===== config.mk =====
export PLATFORM = sky130hd
export DESIGN_NAME = mmu
export DESIGN_NICKNAME = d
export VERILOG_FILES = /design/src/hdl/mmu_pkg.sv /design/src/hdl/tlb_if.sv /design/src/hdl/tlb.sv /design/src/hdl/ptw.sv /design/src/hdl/mmu.sv
export SDC_FILE = /design/constraint.sdc
export NUM_CORES = 1
export LEC_CHECK = 0
export BUFFER_PORTS_ARGS = -buffer_cell sky130_fd_sc_hd__buf_2
export CELL_PAD_IN_SITES_DETAIL_PLACEMENT = 1
export CELL_PAD_IN_SITES_GLOBAL_PLACEMENT = 1
export CORE_MARGIN = 5
export CORE_UTILIZATION = 30
export DETAILED_ROUTE_END_ITERATION = 10
export PLACE_DENSITY_LB_ADDON = 0.3
export SLEW_MARGIN = 25
export SYNTH_ARGS = -nofsm -noshare
export SYNTH_HDL_FRONTEND = slang
export SYNTH_HIERARCHICAL = 1
export SYNTH_SLANG_ARGS = --single-unit

===== constraint.sdc =====
create_clock -name clk -period 5.6 [get_ports clk]
set_clock_uncertainty 0.1 [all_clocks]
set_input_delay 0.84 -clock clk [delete_from_list [all_inputs] [get_ports clk]]
set_output_delay 0.84 -clock clk [all_outputs]
set_load 0.005 [all_outputs]

===== src/hdl/mmu_pkg.sv =====
////////////////////////////////////////
// Sv32 MMU widths, TLB geometry and PTE types
// Used by scoped name from the RTL and testbench
////////////////////////////////////////

package mmu_pkg;

    // Address and page number widths
    localparam int VALEN = 32;
    localparam int PALEN = 34;
    localparam int PPN_W = 22;
    localparam int VPN_W = 20;

    // TLB geometry, same for ITLB and DTLB
    localparam int TLB_ENTRIES = 8;
    localparam int TLB_IDX_W   = 3;

    // One PTE word, whole page number or split per level
    // The split view serves superpage alignment checks
    typedef union packed {
        struct packed {
            logic [PPN_W-1:0] ppn;
            logic [1:0]       rsw;
            logic             d;
            logic             a;
            logic             g;
            logic             u;
            logic             x;
            logic             w;
            logic             r;
            logic             v;
        } flat;
        struct packed {
            logic [11:0]      ppn1;
            logic [9:0]       ppn0;
            logic [1:0]       rsw;
            logic             d;
            logic             a;
            logic             g;
            logic             u;
            logic             x;
            logic             w;
            logic             r;
            logic             v;
        } split;
    } sv32_pte_u;

    // Page-table walker states
    typedef enum logic [1:0] {
        IDLE,
        L1_REQ,
        L0_REQ,
        FILL
    } ptw_state_e;

endpackage


===== src/hdl/tlb_if.sv =====
////////////////////////////////////////
// Link between the MMU top, one TLB and the walker
// Carries lookup, lookup result and fill signals
////////////////////////////////////////

`timescale 1ns/1ns

interface tlb_if;

    // Lookup request from the MMU
    logic                      req;
    logic [mmu_pkg::VPN_W-1:0] vpn;
    logic                      flush;

    // Lookup result, combinational on vpn
    logic                      match;
    logic [mmu_pkg::PPN_W-1:0] ppn;
    logic                      page_4m;
    logic                      r;
    logic                      w;
    logic                      x;

    // Fill from the page-table walker
    logic                      fill;
    logic [mmu_pkg::VPN_W-1:0] fill_vpn;
    mmu_pkg::sv32_pte_u        fill_pte;
    logic                      fill_4m;

    modport mmu (output req, vpn, flush, input match, ppn, page_4m, r, w, x);

    modport tlb (
        input  req, vpn, flush, fill, fill_vpn, fill_pte, fill_4m,
        output match, ppn, page_4m, r, w, x
    );

    modport walker (output fill, fill_vpn, fill_pte, fill_4m);

endinterface


===== src/hdl/tlb.sv =====
////////////////////////////////////////
// Fully associative TLB for Sv32 translation
// Instantiated once per side, filled by the walker
////////////////////////////////////////

`timescale 1ns/1ns

module tlb (
    input  logic clk,
    input  logic rst_i,
    tlb_if.tlb   tlb_bus
);

    logic [mmu_pkg::TLB_ENTRIES-1:0] valid_q;
    logic [mmu_pkg::TLB_ENTRIES-1:0] page_4m_q;
    logic [mmu_pkg::VPN_W-1:0]       vpn_q [mmu_pkg::TLB_ENTRIES];
    mmu_pkg::sv32_pte_u              pte_q [mmu_pkg::TLB_ENTRIES];
    logic [mmu_pkg::TLB_IDX_W-1:0]   victim_q;

    logic [mmu_pkg::TLB_ENTRIES-1:0] entry_hit;
    logic [mmu_pkg::TLB_IDX_W-1:0]   hit_idx;
    mmu_pkg::sv32_pte_u              hit_pte;
    logic                            free_found;
    logic [mmu_pkg::TLB_IDX_W-1:0]   fill_idx;

    // Superpage entries ignore the level-0 part of the vpn
    always_comb begin
        for (int i = 0; i < mmu_pkg::TLB_ENTRIES; i++) begin
            entry_hit[i] = valid_q[i]
                && (vpn_q[i][19:10] == tlb_bus.vpn[19:10])
                && (page_4m_q[i] || (vpn_q[i][9:0] == tlb_bus.vpn[9:0]));
        end
    end

    // Lowest matching entry wins
    always_comb begin
        hit_idx = '0;
        for (int i = mmu_pkg::TLB_ENTRIES - 1; i >= 0; i--) begin
            if (entry_hit[i]) begin
                hit_idx = i[mmu_pkg::TLB_IDX_W-1:0];
            end
        end
    end

    assign hit_pte         = pte_q[hit_idx];
    assign tlb_bus.match   = tlb_bus.req & (|entry_hit);
    assign tlb_bus.ppn     = hit_pte.flat.ppn;
    assign tlb_bus.page_4m = page_4m_q[hit_idx];
    assign tlb_bus.r       = hit_pte.flat.r;
    assign tlb_bus.w       = hit_pte.flat.w;
    assign tlb_bus.x       = hit_pte.flat.x;

    // First free slot, else the round-robin victim
    always_comb begin
        free_found = 1'b0;
        fill_idx   = victim_q;
        for (int i = mmu_pkg::TLB_ENTRIES - 1; i >= 0; i--) begin
            if (!valid_q[i]) begin
                free_found = 1'b1;
                fill_idx   = i[mmu_pkg::TLB_IDX_W-1:0];
            end
        end
    end

    // Flush takes priority over a fill in the same cycle
    always_ff @(posedge clk) begin
        if (rst_i) begin
            valid_q  <= '0;
            victim_q <= '0;
        end else if (tlb_bus.flush) begin
            valid_q <= '0;
        end else if (tlb_bus.fill) begin
            valid_q[fill_idx] <= 1'b1;
            if (!free_found) begin
                victim_q <= victim_q + 1'b1;
            end
        end
    end

    always_ff @(posedge clk) begin
        if (tlb_bus.fill && !tlb_bus.flush) begin
            vpn_q[fill_idx]     <= tlb_bus.fill_vpn;
            pte_q[fill_idx]     <= tlb_bus.fill_pte;
            page_4m_q[fill_idx] <= tlb_bus.fill_4m;
        end
    end

endmodule


===== src/hdl/ptw.sv =====
////////////////////////////////////////
// Two-level Sv32 page-table walker
// Serves ITLB and DTLB misses over the data-cache port
////////////////////////////////////////

`timescale 1ns/1ns

module ptw (
    input  logic                      clk,
    input  logic                      rst_i,
    input  logic [mmu_pkg::PPN_W-1:0] satp_ppn_i,
    input  logic                      mxr_i,
    input  logic                      i_miss_i,
    input  logic [mmu_pkg::VALEN-1:0] i_vaddr_i,
    input  logic                      d_miss_i,
    input  logic [mmu_pkg::VALEN-1:0] d_vaddr_i,
    input  logic                      is_store_i,
    tlb_if.walker                     itlb,
    tlb_if.walker                     dtlb,
    output logic                      pte_error_o,
    output logic                      iwalk_active_o,
    output logic                      ptw2dcache_req_o,
    output logic [mmu_pkg::PALEN-1:0] ptw2dcache_addr_o,
    input  logic                      dcache2ptw_ack_i,
    input  logic [31:0]               dcache2ptw_rdata_i
);

    mmu_pkg::ptw_state_e       state_q;
    mmu_pkg::ptw_state_e       state_d;
    logic [mmu_pkg::VALEN-1:0] vaddr_q;
    logic                      iwalk_q;
    logic                      store_q;
    logic                      leaf_4m_q;
    mmu_pkg::sv32_pte_u        pte_q;

    mmu_pkg::sv32_pte_u        rd_pte;
    logic                      rd_leaf;
    logic                      rd_allowed;
    logic                      rd_bad;
    logic                      walking;

    assign rd_pte  = dcache2ptw_rdata_i;
    assign rd_leaf = rd_pte.flat.r | rd_pte.flat.x;
    assign walking = (state_q == mmu_pkg::L1_REQ) || (state_q == mmu_pkg::L0_REQ);

    // Access rule for the walk in flight
    always_comb begin
        if (iwalk_q) begin
            rd_allowed = rd_pte.flat.x;
        end else if (store_q) begin
            rd_allowed = rd_pte.flat.w;
        end else begin
            rd_allowed = rd_pte.flat.r | (mxr_i & rd_pte.flat.x);
        end
    end

    always_comb begin
        rd_bad = !rd_pte.flat.v || (rd_pte.flat.w && !rd_pte.flat.r);
        if (rd_leaf) begin
            // Superpage must be aligned to 4 MiB
            rd_bad = rd_bad || !rd_allowed
                || ((state_q == mmu_pkg::L1_REQ) && (rd_pte.split.ppn0 != '0));
        end else if (state_q == mmu_pkg::L0_REQ) begin
            rd_bad = 1'b1;
        end
    end

    always_comb begin
        state_d = state_q;
        case (state_q)
            mmu_pkg::IDLE: begin
                if (i_miss_i || d_miss_i) begin
                    state_d = mmu_pkg::L1_REQ;
                end
            end
            mmu_pkg::L1_REQ, mmu_pkg::L0_REQ: begin
                if (dcache2ptw_ack_i) begin
                    if (rd_bad) begin
                        state_d = mmu_pkg::IDLE;
                    end else if (rd_leaf) begin
                        state_d = mmu_pkg::FILL;
                    end else begin
                        state_d = mmu_pkg::L0_REQ;
                    end
                end
            end
            default: begin
                state_d = mmu_pkg::IDLE;
            end
        endcase
    end

    // Fetch wins when both sides miss together
    always_ff @(posedge clk) begin
        if (rst_i) begin
            state_q <= mmu_pkg::IDLE;
            iwalk_q <= 1'b0;
            store_q <= 1'b0;
        end else begin
            state_q <= state_d;
            if (state_q == mmu_pkg::IDLE) begin
                if (i_miss_i) begin
                    iwalk_q <= 1'b1;
                    store_q <= 1'b0;
                end else if (d_miss_i) begin
                    iwalk_q <= 1'b0;
                    store_q <= is_store_i;
                end
            end
        end
    end

    always_ff @(posedge clk) begin
        if (state_q == mmu_pkg::IDLE) begin
            vaddr_q <= i_miss_i ? i_vaddr_i : d_vaddr_i;
        end
        if (walking && dcache2ptw_ack_i) begin
            pte_q     <= rd_pte;
            leaf_4m_q <= (state_q == mmu_pkg::L1_REQ);
        end
    end

    // PTE address from satp at level 1, from the pointer PTE at level 0
    always_comb begin
        if (state_q == mmu_pkg::L0_REQ) begin
            ptw2dcache_addr_o = {pte_q.flat.ppn, vaddr_q[21:12], 2'b00};
        end else begin
            ptw2dcache_addr_o = {satp_ppn_i, vaddr_q[31:22], 2'b00};
        end
    end

    assign ptw2dcache_req_o = walking;
    assign pte_error_o      = walking & dcache2ptw_ack_i & rd_bad;
    assign iwalk_active_o   = iwalk_q;

    assign itlb.fill     = (state_q == mmu_pkg::FILL) & iwalk_q;
    assign itlb.fill_vpn = vaddr_q[31:12];
    assign itlb.fill_pte = pte_q;
    assign itlb.fill_4m  = leaf_4m_q;

    assign dtlb.fill     = (state_q == mmu_pkg::FILL) & ~iwalk_q;
    assign dtlb.fill_vpn = vaddr_q[31:12];
    assign dtlb.fill_pte = pte_q;
    assign dtlb.fill_4m  = leaf_4m_q;

endmodule


===== src/hdl/mmu.sv =====
////////////////////////////////////////
// Sv32 MMU top for fetch and load/store
// Two TLBs plus a shared walker on the data-cache port
////////////////////////////////////////

`timescale 1ns/1ns

module mmu (
    input  logic                      clk,
    input  logic                      rst_i,
    input  logic                      en_vaddr_i,
    input  logic                      en_ld_st_vaddr_i,
    input  logic                      mxr_i,
    input  logic [mmu_pkg::PPN_W-1:0] satp_ppn_i,
    input  logic                      tlb_flush_i,
    input  logic                      i_req_i,
    input  logic [mmu_pkg::VALEN-1:0] i_vaddr_i,
    input  logic                      d_req_i,
    input  logic [mmu_pkg::VALEN-1:0] d_vaddr_i,
    input  logic                      st_req_i,
    input  logic                      dcache2ptw_ack_i,
    input  logic [31:0]               dcache2ptw_rdata_i,
    output logic [mmu_pkg::PALEN-1:0] i_paddr_o,
    output logic                      i_hit_o,
    output logic                      i_page_fault_o,
    output logic [mmu_pkg::PALEN-1:0] d_paddr_o,
    output logic                      d_hit_o,
    output logic                      ld_page_fault_o,
    output logic                      st_page_fault_o,
    output logic                      ptw2dcache_req_o,
    output logic [mmu_pkg::PALEN-1:0] ptw2dcache_addr_o
);

    tlb_if itlb_if ();
    tlb_if dtlb_if ();

    logic i_permit;
    logic d_permit;
    logic i_miss;
    logic d_miss;
    logic pte_error;
    logic iwalk_active;

    // Superpages keep vaddr[21:12] in the physical address
    function automatic logic [mmu_pkg::PALEN-1:0] form_paddr(
        input logic                      xlate,
        input logic [mmu_pkg::PPN_W-1:0] ppn,
        input logic                      page_4m,
        input logic [mmu_pkg::VALEN-1:0] vaddr
    );
        logic [mmu_pkg::PALEN-1:0] pa;
        pa = {2'b00, vaddr};
        if (xlate) begin
            pa = {ppn, vaddr[11:0]};
            if (page_4m) begin
                pa[21:12] = vaddr[21:12];
            end
        end
        return pa;
    endfunction

    assign itlb_if.req   = i_req_i;
    assign itlb_if.vpn   = i_vaddr_i[31:12];
    assign itlb_if.flush = tlb_flush_i;

    assign dtlb_if.req   = d_req_i;
    assign dtlb_if.vpn   = d_vaddr_i[31:12];
    assign dtlb_if.flush = tlb_flush_i;

    tlb itlb_module (
        .clk     (clk),
        .rst_i   (rst_i),
        .tlb_bus (itlb_if.tlb)
    );

    tlb dtlb_module (
        .clk     (clk),
        .rst_i   (rst_i),
        .tlb_bus (dtlb_if.tlb)
    );

    // A match only counts as a hit when the access kind is allowed
    assign i_permit = itlb_if.match & itlb_if.x;
    assign d_permit = dtlb_if.match
        & (st_req_i ? dtlb_if.w : (dtlb_if.r | (mxr_i & dtlb_if.x)));

    assign i_hit_o   = en_vaddr_i ? i_permit : i_req_i;
    assign d_hit_o   = en_ld_st_vaddr_i ? d_permit : d_req_i;
    assign i_paddr_o = form_paddr(en_vaddr_i, itlb_if.ppn, itlb_if.page_4m, i_vaddr_i);
    assign d_paddr_o = form_paddr(en_ld_st_vaddr_i, dtlb_if.ppn, dtlb_if.page_4m, d_vaddr_i);

    assign i_miss = i_req_i & en_vaddr_i & ~i_permit;
    assign d_miss = d_req_i & en_ld_st_vaddr_i & ~d_permit;

    ptw ptw_module (
        .clk                (clk),
        .rst_i              (rst_i),
        .satp_ppn_i         (satp_ppn_i),
        .mxr_i              (mxr_i),
        .i_miss_i           (i_miss),
        .i_vaddr_i          (i_vaddr_i),
        .d_miss_i           (d_miss),
        .d_vaddr_i          (d_vaddr_i),
        .is_store_i         (st_req_i),
        .itlb               (itlb_if.walker),
        .dtlb               (dtlb_if.walker),
        .pte_error_o        (pte_error),
        .iwalk_active_o     (iwalk_active),
        .ptw2dcache_req_o   (ptw2dcache_req_o),
        .ptw2dcache_addr_o  (ptw2dcache_addr_o),
        .dcache2ptw_ack_i   (dcache2ptw_ack_i),
        .dcache2ptw_rdata_i (dcache2ptw_rdata_i)
    );

    // Walker error goes to the side that walked; data side split by store
    always_comb begin
        i_page_fault_o  = 1'b0;
        st_page_fault_o = 1'b0;
        ld_page_fault_o = 1'b0;
        if (pte_error) begin
            if (iwalk_active) begin
                i_page_fault_o = 1'b1;
            end else if (st_req_i) begin
                st_page_fault_o = 1'b1;
            end else if (d_req_i) begin
                ld_page_fault_o = 1'b1;
            end
        end
    end

endmodule


==> Word level (Yosys, flattened, before mapping) <==
Memories as Yosys holds them, arrays and structs flattened.
Index checks and enable logic that the tools add are counted.
{ "totals": {"register_bits": 107, "ram_bits": 832, "inputBits": 128, "out_inout_bits": 108, "n_memories": 4} }
{ "mem_list": {"columns": ["name", "words", "word_bits", "rd", "rd_ports_with_merged_regs", "wr", "line", "source"], "rows": [
  ["dtlb_module.pte_q", 8, 32, 1, 0, 1, "tlb.sv:17", "mmu_pkg::sv32_pte_u pte_q [mmu_pkg::TLB_ENTRIES];"],
  ["itlb_module.pte_q", 8, 32, 1, 0, 1, "tlb.sv:17", null],
  ["dtlb_module.vpn_q", 8, 20, 8, 0, 1, "tlb.sv:16", "logic [mmu_pkg::VPN_W-1:0] vpn_q [mmu_pkg::TLB_ENTRIES];"],
  ["itlb_module.vpn_q", 8, 20, 8, 0, 1, "tlb.sv:16", null]
]} }
{ "classes": {"addsub": 2, "magnitude_cmp": 6, "n_eq_ne": 37, "mux": 93, "n_bitwise": 25, "reduce_logical": 75} }
{ "ops": {"columns": ["operator", "count"], "rows": [
  ["equality test 10 bit", 32],
  ["2-to-1 mux 34 bit", 3],
  ["2-to-1 mux 3 bit", 32],
  ["2-to-1 mux 1 bit", 45],
  ["logical AND 1 bit", 39],
  ["2-to-1 mux 32 bit", 1],
  ["logical OR 1 bit", 21],
  ["2-to-1 mux 10 bit", 2],
  ["bitwise mux 8 bit", 2],
  ["less-than comparator 3 x 4 -> 1 bit, second input constant", 4],
  ["bitwise OR 8 bit", 2],
  ["OR reduction 8 bit", 2],
  ["AND 1 bit", 14],
  ["nonzero test 10 bit", 1],
  ["adder 3 x 1 -> 3 bit, second input constant", 2],
  ["binary-select mux 1 bit (select 3 bit)", 2],
  ["demux 1 bit (select 3 bit)", 2],
  [">= comparator 3 x 1 -> 1 bit, second input constant", 2],
  ["2-to-1 mux 2 bit", 3],
  ["NOT 1 bit", 6],
  ["AND reduction 3 bit", 2],
  ["equality test 2 bit, second input constant", 2],
  ["zero test 1 bit", 4],
  ["case mux 2 bit (2 select lines)", 1],
  ["8 further kinds", 12]
]} }

==> Longest topological paths before layout <==
Gate-level depths: netlist (run 1).
An unclocked memory read counts as a cell.
{ "depth": {"depth_word": 22, "mapped_depth": 18, "mapped_depth_nobuf": 15} }

==> By module <==
Netlist (run 1), hierarchy kept.
{ "modules_own_cells": {"columns": ["mod", "instances", "cells_per_inst", "area_each_um2"], "rows": [
  ["tlb (dtlb_module)", 1, 1011, 15843.9],
  ["tlb (itlb_module)", 1, 1018, 15627.5],
  ["ptw", 1, 213, 3001.6],
  ["mmu", 1, 90, 912.1]
]} }

==> Worst setup path before layout (run 1) <==
Ideal clock, no wire load.
{ "synth_path": {"path_type": "register to register", "start": "reg ptw_module.state_q[0]", "end": "reg dtlb_module/page_4m_q[6] in the netlist's numbering, enable pin", "setup_ns": 0.506, "arrival_ns": 4.326, "required_time_ns": 4.994, "setup_slack_ns": 0.668, "stages_incl_launch_ff": 6, "path_cell_list": "dfxtp_1 > ha_1 > nor2b_1 > nand2_1 > or2_2 > nor3_1"} }
{ "synth_via": {"elab_chain_cells": 3} }
{ "synth_lines": {"columns": ["element", "line", "source"], "rows": [
  ["start, declared", "ptw.sv:28", "mmu_pkg::ptw_state_e state_q;"],
  ["start signal, assigned", "ptw.sv:96", "state_q <= mmu_pkg::IDLE;"],
  ["start signal, assigned", "ptw.sv:100", "state_q <= state_d;"],
  ["equality test 2 bit", "ptw.sv:141", "assign dtlb.fill = (state_q == mmu_pkg::FILL) & ~iwalk_q;"],
  ["AND 1 bit", "ptw.sv:141", null],
  ["net dtlb_if.fill", "tlb_if.sv:24", "logic fill;"],
  ["logical AND 1 bit", "tlb.sv:81", "if (tlb_bus.fill && !tlb_bus.flush) begin"],
  ["end signal, assigned by index", "tlb.sv:84", "page_4m_q[fill_idx] <= tlb_bus.fill_4m;"],
  ["end, declared", "tlb.sv:15", "logic [mmu_pkg::TLB_ENTRIES-1:0] page_4m_q;"]
]} }
The timed path passes the listed nets, and every way through them passes these cells.
A chain may end at the register's enable or synchronous reset.

==> Final worst setup path (run 1) <==
{ "layout_path": {"start": "in i_vaddr_i[17] in the netlist's numbering", "end": "out i_paddr_o[31] in the netlist's numbering"} }
{ "layout_via": {"elab_chain_cells": 13, "elab_cells_between_ends": 34, "cone_classes": "eq/ne: 8; mux: 9; reduce/logical: 16; memory: 1"} }
{ "layout_lines": {"columns": ["element", "line", "source"], "rows": [
  ["start, declared", "mmu.sv:17", "input logic [mmu_pkg::VALEN-1:0] i_vaddr_i,"],
  ["equality test 10 bit", "tlb.sv:31", "&& (page_4m_q[i] || (vpn_q[i][9:0] == tlb_bus.vpn[9:0]));"],
  ["logical OR 1 bit", "tlb.sv:31", null],
  ["logical AND 1 bit", "tlb.sv:31", null],
  ["2-to-1 mux 3 bit (7 in a row)", "tlb.sv:39", "if (entry_hit[i]) begin"],
  ["2-to-1 mux 3 bit (*)", "tlb.sv:39", null],
  ["memory (8 x 32 bit) (*)", null, null],
  ["net itlb_if.ppn (one bit)", "tlb_if.sv:17", "logic [mmu_pkg::PPN_W-1:0] ppn;"],
  ["2-to-1 mux 34 bit (*)", "mmu.sv:53", "if (xlate) begin"],
  ["end, declared", "mmu.sv:23", "output logic [mmu_pkg::PALEN-1:0] i_paddr_o,"]
]} }
The timed path passes the listed nets; every way through them passes the cells marked *.

==> results of run 1 <==
## registers in the layout, summed over array words and instances (netlist names)
| name | flops |
|---|---|
| dtlb_module/page_4m_q | 8 |
| dtlb_module/pte_q | 200 |
| dtlb_module/valid_q | 8 |
| dtlb_module/victim_q | 3 |
| dtlb_module/vpn_q | 160 |
| itlb_module/page_4m_q | 8 |
| itlb_module/pte_q | 184 |
| itlb_module/valid_q | 8 |
| itlb_module/victim_q | 3 |
| itlb_module/vpn_q | 160 |
| ptw_module/dtlb.fill_4m | 1 |
| ptw_module/dtlb.fill_pte | 25 |
| ptw_module/iwalk_active_o | 1 |
| ptw_module/state_q | 2 |
| ptw_module/store_q | 1 |
| ptw_module/vaddr_q | 20 |
## path summary, 6_finish.rpt
check	cells past startpoint	from	slack, ns	endpoint
worst min register to register	2	ptw_module/store_q	0.39	ptw_module/store_q
worst max register to register	16	itlb_module/vpn_q[5][3]	0.84	ptw_module/vaddr_q[23]
worst max-delay path	15	i_vaddr_i[17]	0.09	i_paddr_o[31]
worst min-delay path	1	dcache2ptw_rdata_i[22]	0.26	ptw_module/dtlb.fill_pte[22]
## metrics by stage
step	setup WS, ns	power (mW)	util
after floorplan	0.668	7.29	-
after global placement	-0.265	7.74	0.329
after detailed placement	-0.294	7.77	0.330
after CTS	0.00459	13.5	0.356
after global routing	-0.0182	13.8	0.357
final	0.0935	13.3	0.357
## report_power, final
part           switching [mW]  total [mW]  internal, mW  leakage (nW)
clock                    2.41        5.70          3.29          1.36
combinational           0.578       0.830         0.252          5.15
sequential              0.118        6.81          6.69          7.12
total                    3.11        13.3          10.2          13.6
## routing by layer
layer,up-vias,part of all wire,routed length (microns),track usage
met5,-,0.00011,13,0
met4,2,0.030,3380,0.0534
met3,197,0.057,6550,0.0283
met2,668,0.47,53700,0.297
met1,11300,0.44,50600,0.250
li1,9227,-,-,-
## placed cells by master, fill, tap and decap left out, types with 18 or more instances in the layout
master and count:
xor2_1 127, clkinv_1 20, nor3_1 69, xnor2_1 197
nand4_1 61, nor4_1 30, mux2i_1 64, o221ai_1 25
o211ai_1 20, nand2_1 61, clkbuf_16 89, buf_4 159
nor2_1 42, edfxtp_1 766, inv_1 46, dfxtp_1 26
mux2_2 72, a21oi_1 39, clkbuf_1 18, a211oi_1 35
mux2_4 20, nand3_1 77, a21o_1 50, buf_2 179
## critical path, cell delays in order
cell and delay, ns:
buf_2 0.12, buf_4 0.20, xor2_1 0.18, nor4_1 0.48, a41oi_1 0.35, nor4_4 0.49
nor2_1 0.14, a41oi_2 0.28, buf_4 0.21, buf_12 0.14, o22ai_1 0.08, a21o_1 0.18
nor3_1 0.40, mux2_2 0.32, buf_2 0.14
## timing repair
item | CTS | global route
hold buffers | 0 | 0
setup endpoints to repair | 26 | 30
pin swaps | 3 | 8
resized for setup | 11 | 17
setup buffers | 2 | 7
cloned | 1 | 1
## area by class of cell
class | instances | area [sq um] | share of cell area
Antenna cell | 5 | 12.5 | 0.000306
Inverter | 46 | 173 | 0.00423
Clock buffer | 108 | 2300 | 0.0563
Clock inverter | 52 | 499 | 0.0122
Sequential cell | 792 | 23500 | 0.576
Timing Repair Buffer | 361 | 2560 | 0.0627
Tap cell | 1512 | 1890 | 0.0463
Multi-Input combinational cell | 1256 | 9880 | 0.242
==> impl_metrics.env, run 1 <==
export IMPL_powerDensity_nw_per_um2=327
export IMPL_grtUsageTotal=0.181
export IMPL_num_rows=124
export IMPL_setup_viol=0
export IMPL_status="completed"
export IMPL_worstPathMaxFanout=11
export IMPL_fillers=11700
export IMPL_tightest_slew_ns=1.02
export IMPL_critPathCaptureType="output port"
export IMPL_syn_to_final_growth_pct=18.3
export IMPL_path_class="in2out"
export IMPL_slew_viol_final=0
export IMPL_start_kind="input port"
export IMPL_holdCritPathClass="in2reg"
export IMPL_crit_required_ns=4.66
export IMPL_syn_area_sq_um=34500
export IMPL_wl_per_cell_microns=27.6
export IMPL_final_layout_size_suffix_gt1_frac=0.250
export IMPL_hold_viol=0
export IMPL_stdcell_area_sq_um=40800
export IMPL_ctsHtreeMaxLevel=3
export IMPL_insertion_delay_ns=0.65
export IMPL_hpwl_mm=77.2
export IMPL_die_area_sq_um=122000
export IMPL_slew_headroom=0.320
export IMPL_nets=2679
export IMPL_drc=0
export IMPL_placed_area_sq_um=37700
export IMPL_fin_setup_tns_ns=0
export IMPL_p_leak_nw=13.6
export IMPL_place_congestion=0.835
export IMPL_whs_ns=0.263
export IMPL_clk_path_buf_depth=3
export IMPL_clock_sinks=792
export IMPL_clk_pin_slew_worst_paths_ns=0.06
export IMPL_grt_pass1_wl_mm=162
export IMPL_gr_total_overflow=0
export IMPL_peakVddDrop_v=0.000223
export IMPL_drtAntennaViolNets=0
export IMPL_stdcell_count=4132
export IMPL_cts_tree="done"
export IMPL_vias_per_cell=5.18
export IMPL_cp_arrival_ns=4.57
export IMPL_drv_cap=0
export IMPL_port_buffers=179
export IMPL_die_h_microns=349
export IMPL_wl_mm=114
export IMPL_start_util=0.302
export IMPL_coreArea_sq_um=114000
export IMPL_ys_warn_count=6
export IMPL_grt_pass1_vias=22600
export IMPL_grt_start_max_net_pins=47
export IMPL_synth_cells=2280
export IMPL_drt_iter0_drc=1950
export IMPL_firstDrtPassIters=5
export IMPL_fin_crit_sh=0.983
export IMPL_die_width_microns=349
export IMPL_via_count=21400
export IMPL_io_pins=236
export IMPL_clock_root_buffer="clkbuf_16"
export IMPL_antenna_found_initial=9
export IMPL_avgSynthCellArea_sq_um=15.1
export IMPL_cts_buffers=87
export IMPL_dp_cells=3956
export IMPL_post_route_min_period_ns=5.51
export IMPL_clock_fmax_mhz=182
Power figures use the tool's default switching activity.
==> run 2: changes to the inputs <==
--- a/config.mk
+++ b/config.mk
@@ -11,6 +11,7 @@
 export CORE_MARGIN = 5
 export CORE_UTILIZATION = 30
 export DETAILED_ROUTE_END_ITERATION = 10
+export GPL_TIMING_DRIVEN = 0
 export PLACE_DENSITY_LB_ADDON = 0.3
 export SLEW_MARGIN = 25
 export SYNTH_ARGS = -nofsm -noshare
==> impl_metrics.env, run 2 (synthesis results as in run 1) <==
export IMPL_hpwl_mm=85.8
export IMPL_antenna_cells=0
export IMPL_powerDensity_nw_per_um2=319
export IMPL_die_h_microns=349
export IMPL_clkPwrFrac=0.433
export IMPL_clock_sinks=792
export IMPL_clk_path_buf_depth=3
export IMPL_io_pins=236
export IMPL_status="completed"
export IMPL_grt_pass1_vias=22600
export IMPL_largest_register_ffs=200
export IMPL_reg_largest_list="dtlb_module/pte_q x200, itlb_module/pte_q x184"
export IMPL_power_switching_mw=3.13
export IMPL_grtUsageTotal=0.188
export IMPL_comb_power_share=0.058
export IMPL_seqPwrFrac=0.509
export IMPL_nets=2807
export IMPL_tightest_slew_ns=0.957
export IMPL_slew_viol_final=0
export IMPL_insertion_delay_ns=0.66
export IMPL_worstPathMaxFanout=10
export IMPL_final_layout_size_suffix_gt1_frac=0.299
export IMPL_post_route_min_period_ns=5.55
export IMPL_fillers=11700
export IMPL_place_congestion=0.846
export IMPL_power_total_mw=13.6
export IMPL_ff_latch_area_sq_um=23500
export IMPL_final_cell_mix="edfxtp_1, buf_2, xnor2_1"
export IMPL_die_width_microns=349
export IMPL_cp_arrival_ns=4.61
export IMPL_via_count=21800
export IMPL_firstDrtPassIters=5
export IMPL_num_rows=124
export IMPL_p_int_mw=10.4
export IMPL_fin_util=0.372
export IMPL_drv_cap=0
export IMPL_coreArea_sq_um=114000
export IMPL_cts_tree="done"
export IMPL_critPathCaptureType="output port"
export IMPL_clock_root_buffer="clkbuf_16"
export IMPL_drtAntennaViolNets=0
export IMPL_ctsHtreeMaxLevel=3
export IMPL_vias_per_cell=5.11
export IMPL_fin_crit_sh=0.991
export IMPL_path_class="in2out"
export IMPL_drc=0
export IMPL_syn_to_final_growth_pct=23.3
export IMPL_setup_viol=0
export IMPL_p_leak_nw=14.5
export IMPL_grt_pass1_wl_mm=167
export IMPL_antenna_found_initial=6
export IMPL_hold_viol=0
export IMPL_cts_hold_buffers=0
export IMPL_gr_total_overflow=0
export IMPL_top_register="dtlb_module/pte_q"
export IMPL_start_util=0.302
export IMPL_clk_pin_slew_worst_paths_ns=0.06
export IMPL_swShare=0.230
export IMPL_fin_setup_tns_ns=0
export IMPL_drt_iter0_drc=1747
export IMPL_final_common_cell="edfxtp_1"
export IMPL_clock_fmax_mhz=180
export IMPL_wl_mm=119
export IMPL_multi_input_area_sq_um=10400
export IMPL_port_buffers=200
export IMPL_peakVddDrop_v=0.000222
export IMPL_cts_buffers=88
export IMPL_die_area_sq_um=122000
export IMPL_crit_required_ns=4.66
export IMPL_grt_start_max_net_pins=27
export IMPL_start_kind="input port"
export IMPL_holdCritPathClass="in2reg"
export IMPL_slew_headroom=0.362
export IMPL_wl_per_cell_microns=27.9
run 2: cell count changes in the layout (fill, tap and decap cells not counted), sizes merged:
cell	delta
buf	+83
clkbuf	+42
bufinv	+3
clkinvlp	+2
inv	+2
clkinv	-2
bufbuf	+1
diode	-5
run 2: what timing repair did:
action	4_1_cts	5_1_grt
setup buffers	18	22
endpoints found under the setup margin	70	32
pin swaps	19	18
gates cloned	1	0
resized for setup	110	81
endpoints found under the hold margin	0	0
run 2: final timing paths:
check | from | to | slack, ns | cells after the start
hold / removal | dcache2ptw_rdata_i[31] | ptw_module/dtlb.fill_pte[31] | 0.26 | 1
setup / recovery | d_vaddr_i[14] | d_paddr_o[24] | 0.05 | 14
hold reg to reg | ptw_module/store_q | ptw_module/store_q | 0.41 | 2
setup reg to reg | itlb_module/vpn_q[5][3] | ptw_module/vaddr_q[15] | 0.20 | 13
run 2: cell type report:
cell class                 count  share of cell area
clock inverter                57              0.0144
buffer                       183              0.0324
inverter                      46             0.00406
multi-input combinational   1256               0.244
timing repair buffer         305              0.0544
tap                         1512              0.0445
sequential                   792               0.553
clock buffer                 107              0.0539
run 2: metrics by stage:
step	hold WS, ns	instance area (sq um)	std cells	setup slack [ns]
2_1_floorplan	0.326	34500	2281	0.668
3_3_place_gp	0.365	37400	3993	-3.08
3_5_place_dp	0.387	38400	4057	-1.24
4_1_cts	0.209	42000	4239	0.000972
5_1_grt	0.230	42500	4258	-0.0205
6_report	0.262	42500	4258	0.0526
run 2: metal layers:
layer | routed length (microns) | track usage | part of all wire
met1 | 53000 | 0.260 | 0.45
met2 | 56500 | 0.313 | 0.48
met3 | 7030 | 0.0313 | 0.059
met4 | 2100 | 0.0427 | 0.018
met5 | 13 | 0 | 0.00011
run 2: critical path: stages:
cell      delay (ns)
buf_2           0.15
buf_4           0.21
xor2_1          0.19
nor4_2          0.45
a41o_1          0.32
o211ai_1        0.22
a21o_1          0.28
a21oi_4         0.29
and2_4          0.25
buf_6           0.17
a21oi_1         0.08
o211ai_1        0.72
mux2_2          0.30
buf_2           0.12
run 2: power by group through the flow:
stage	registers [mW]	logic [mW]	clock network [mW]
floorplan	6.88	0.408	0
global placement	7.03	0.728	0
detailed placement	7.04	0.755	0
CTS	6.91	0.780	6.01
global route	6.91	0.841	6.31
finish	6.91	0.791	5.87
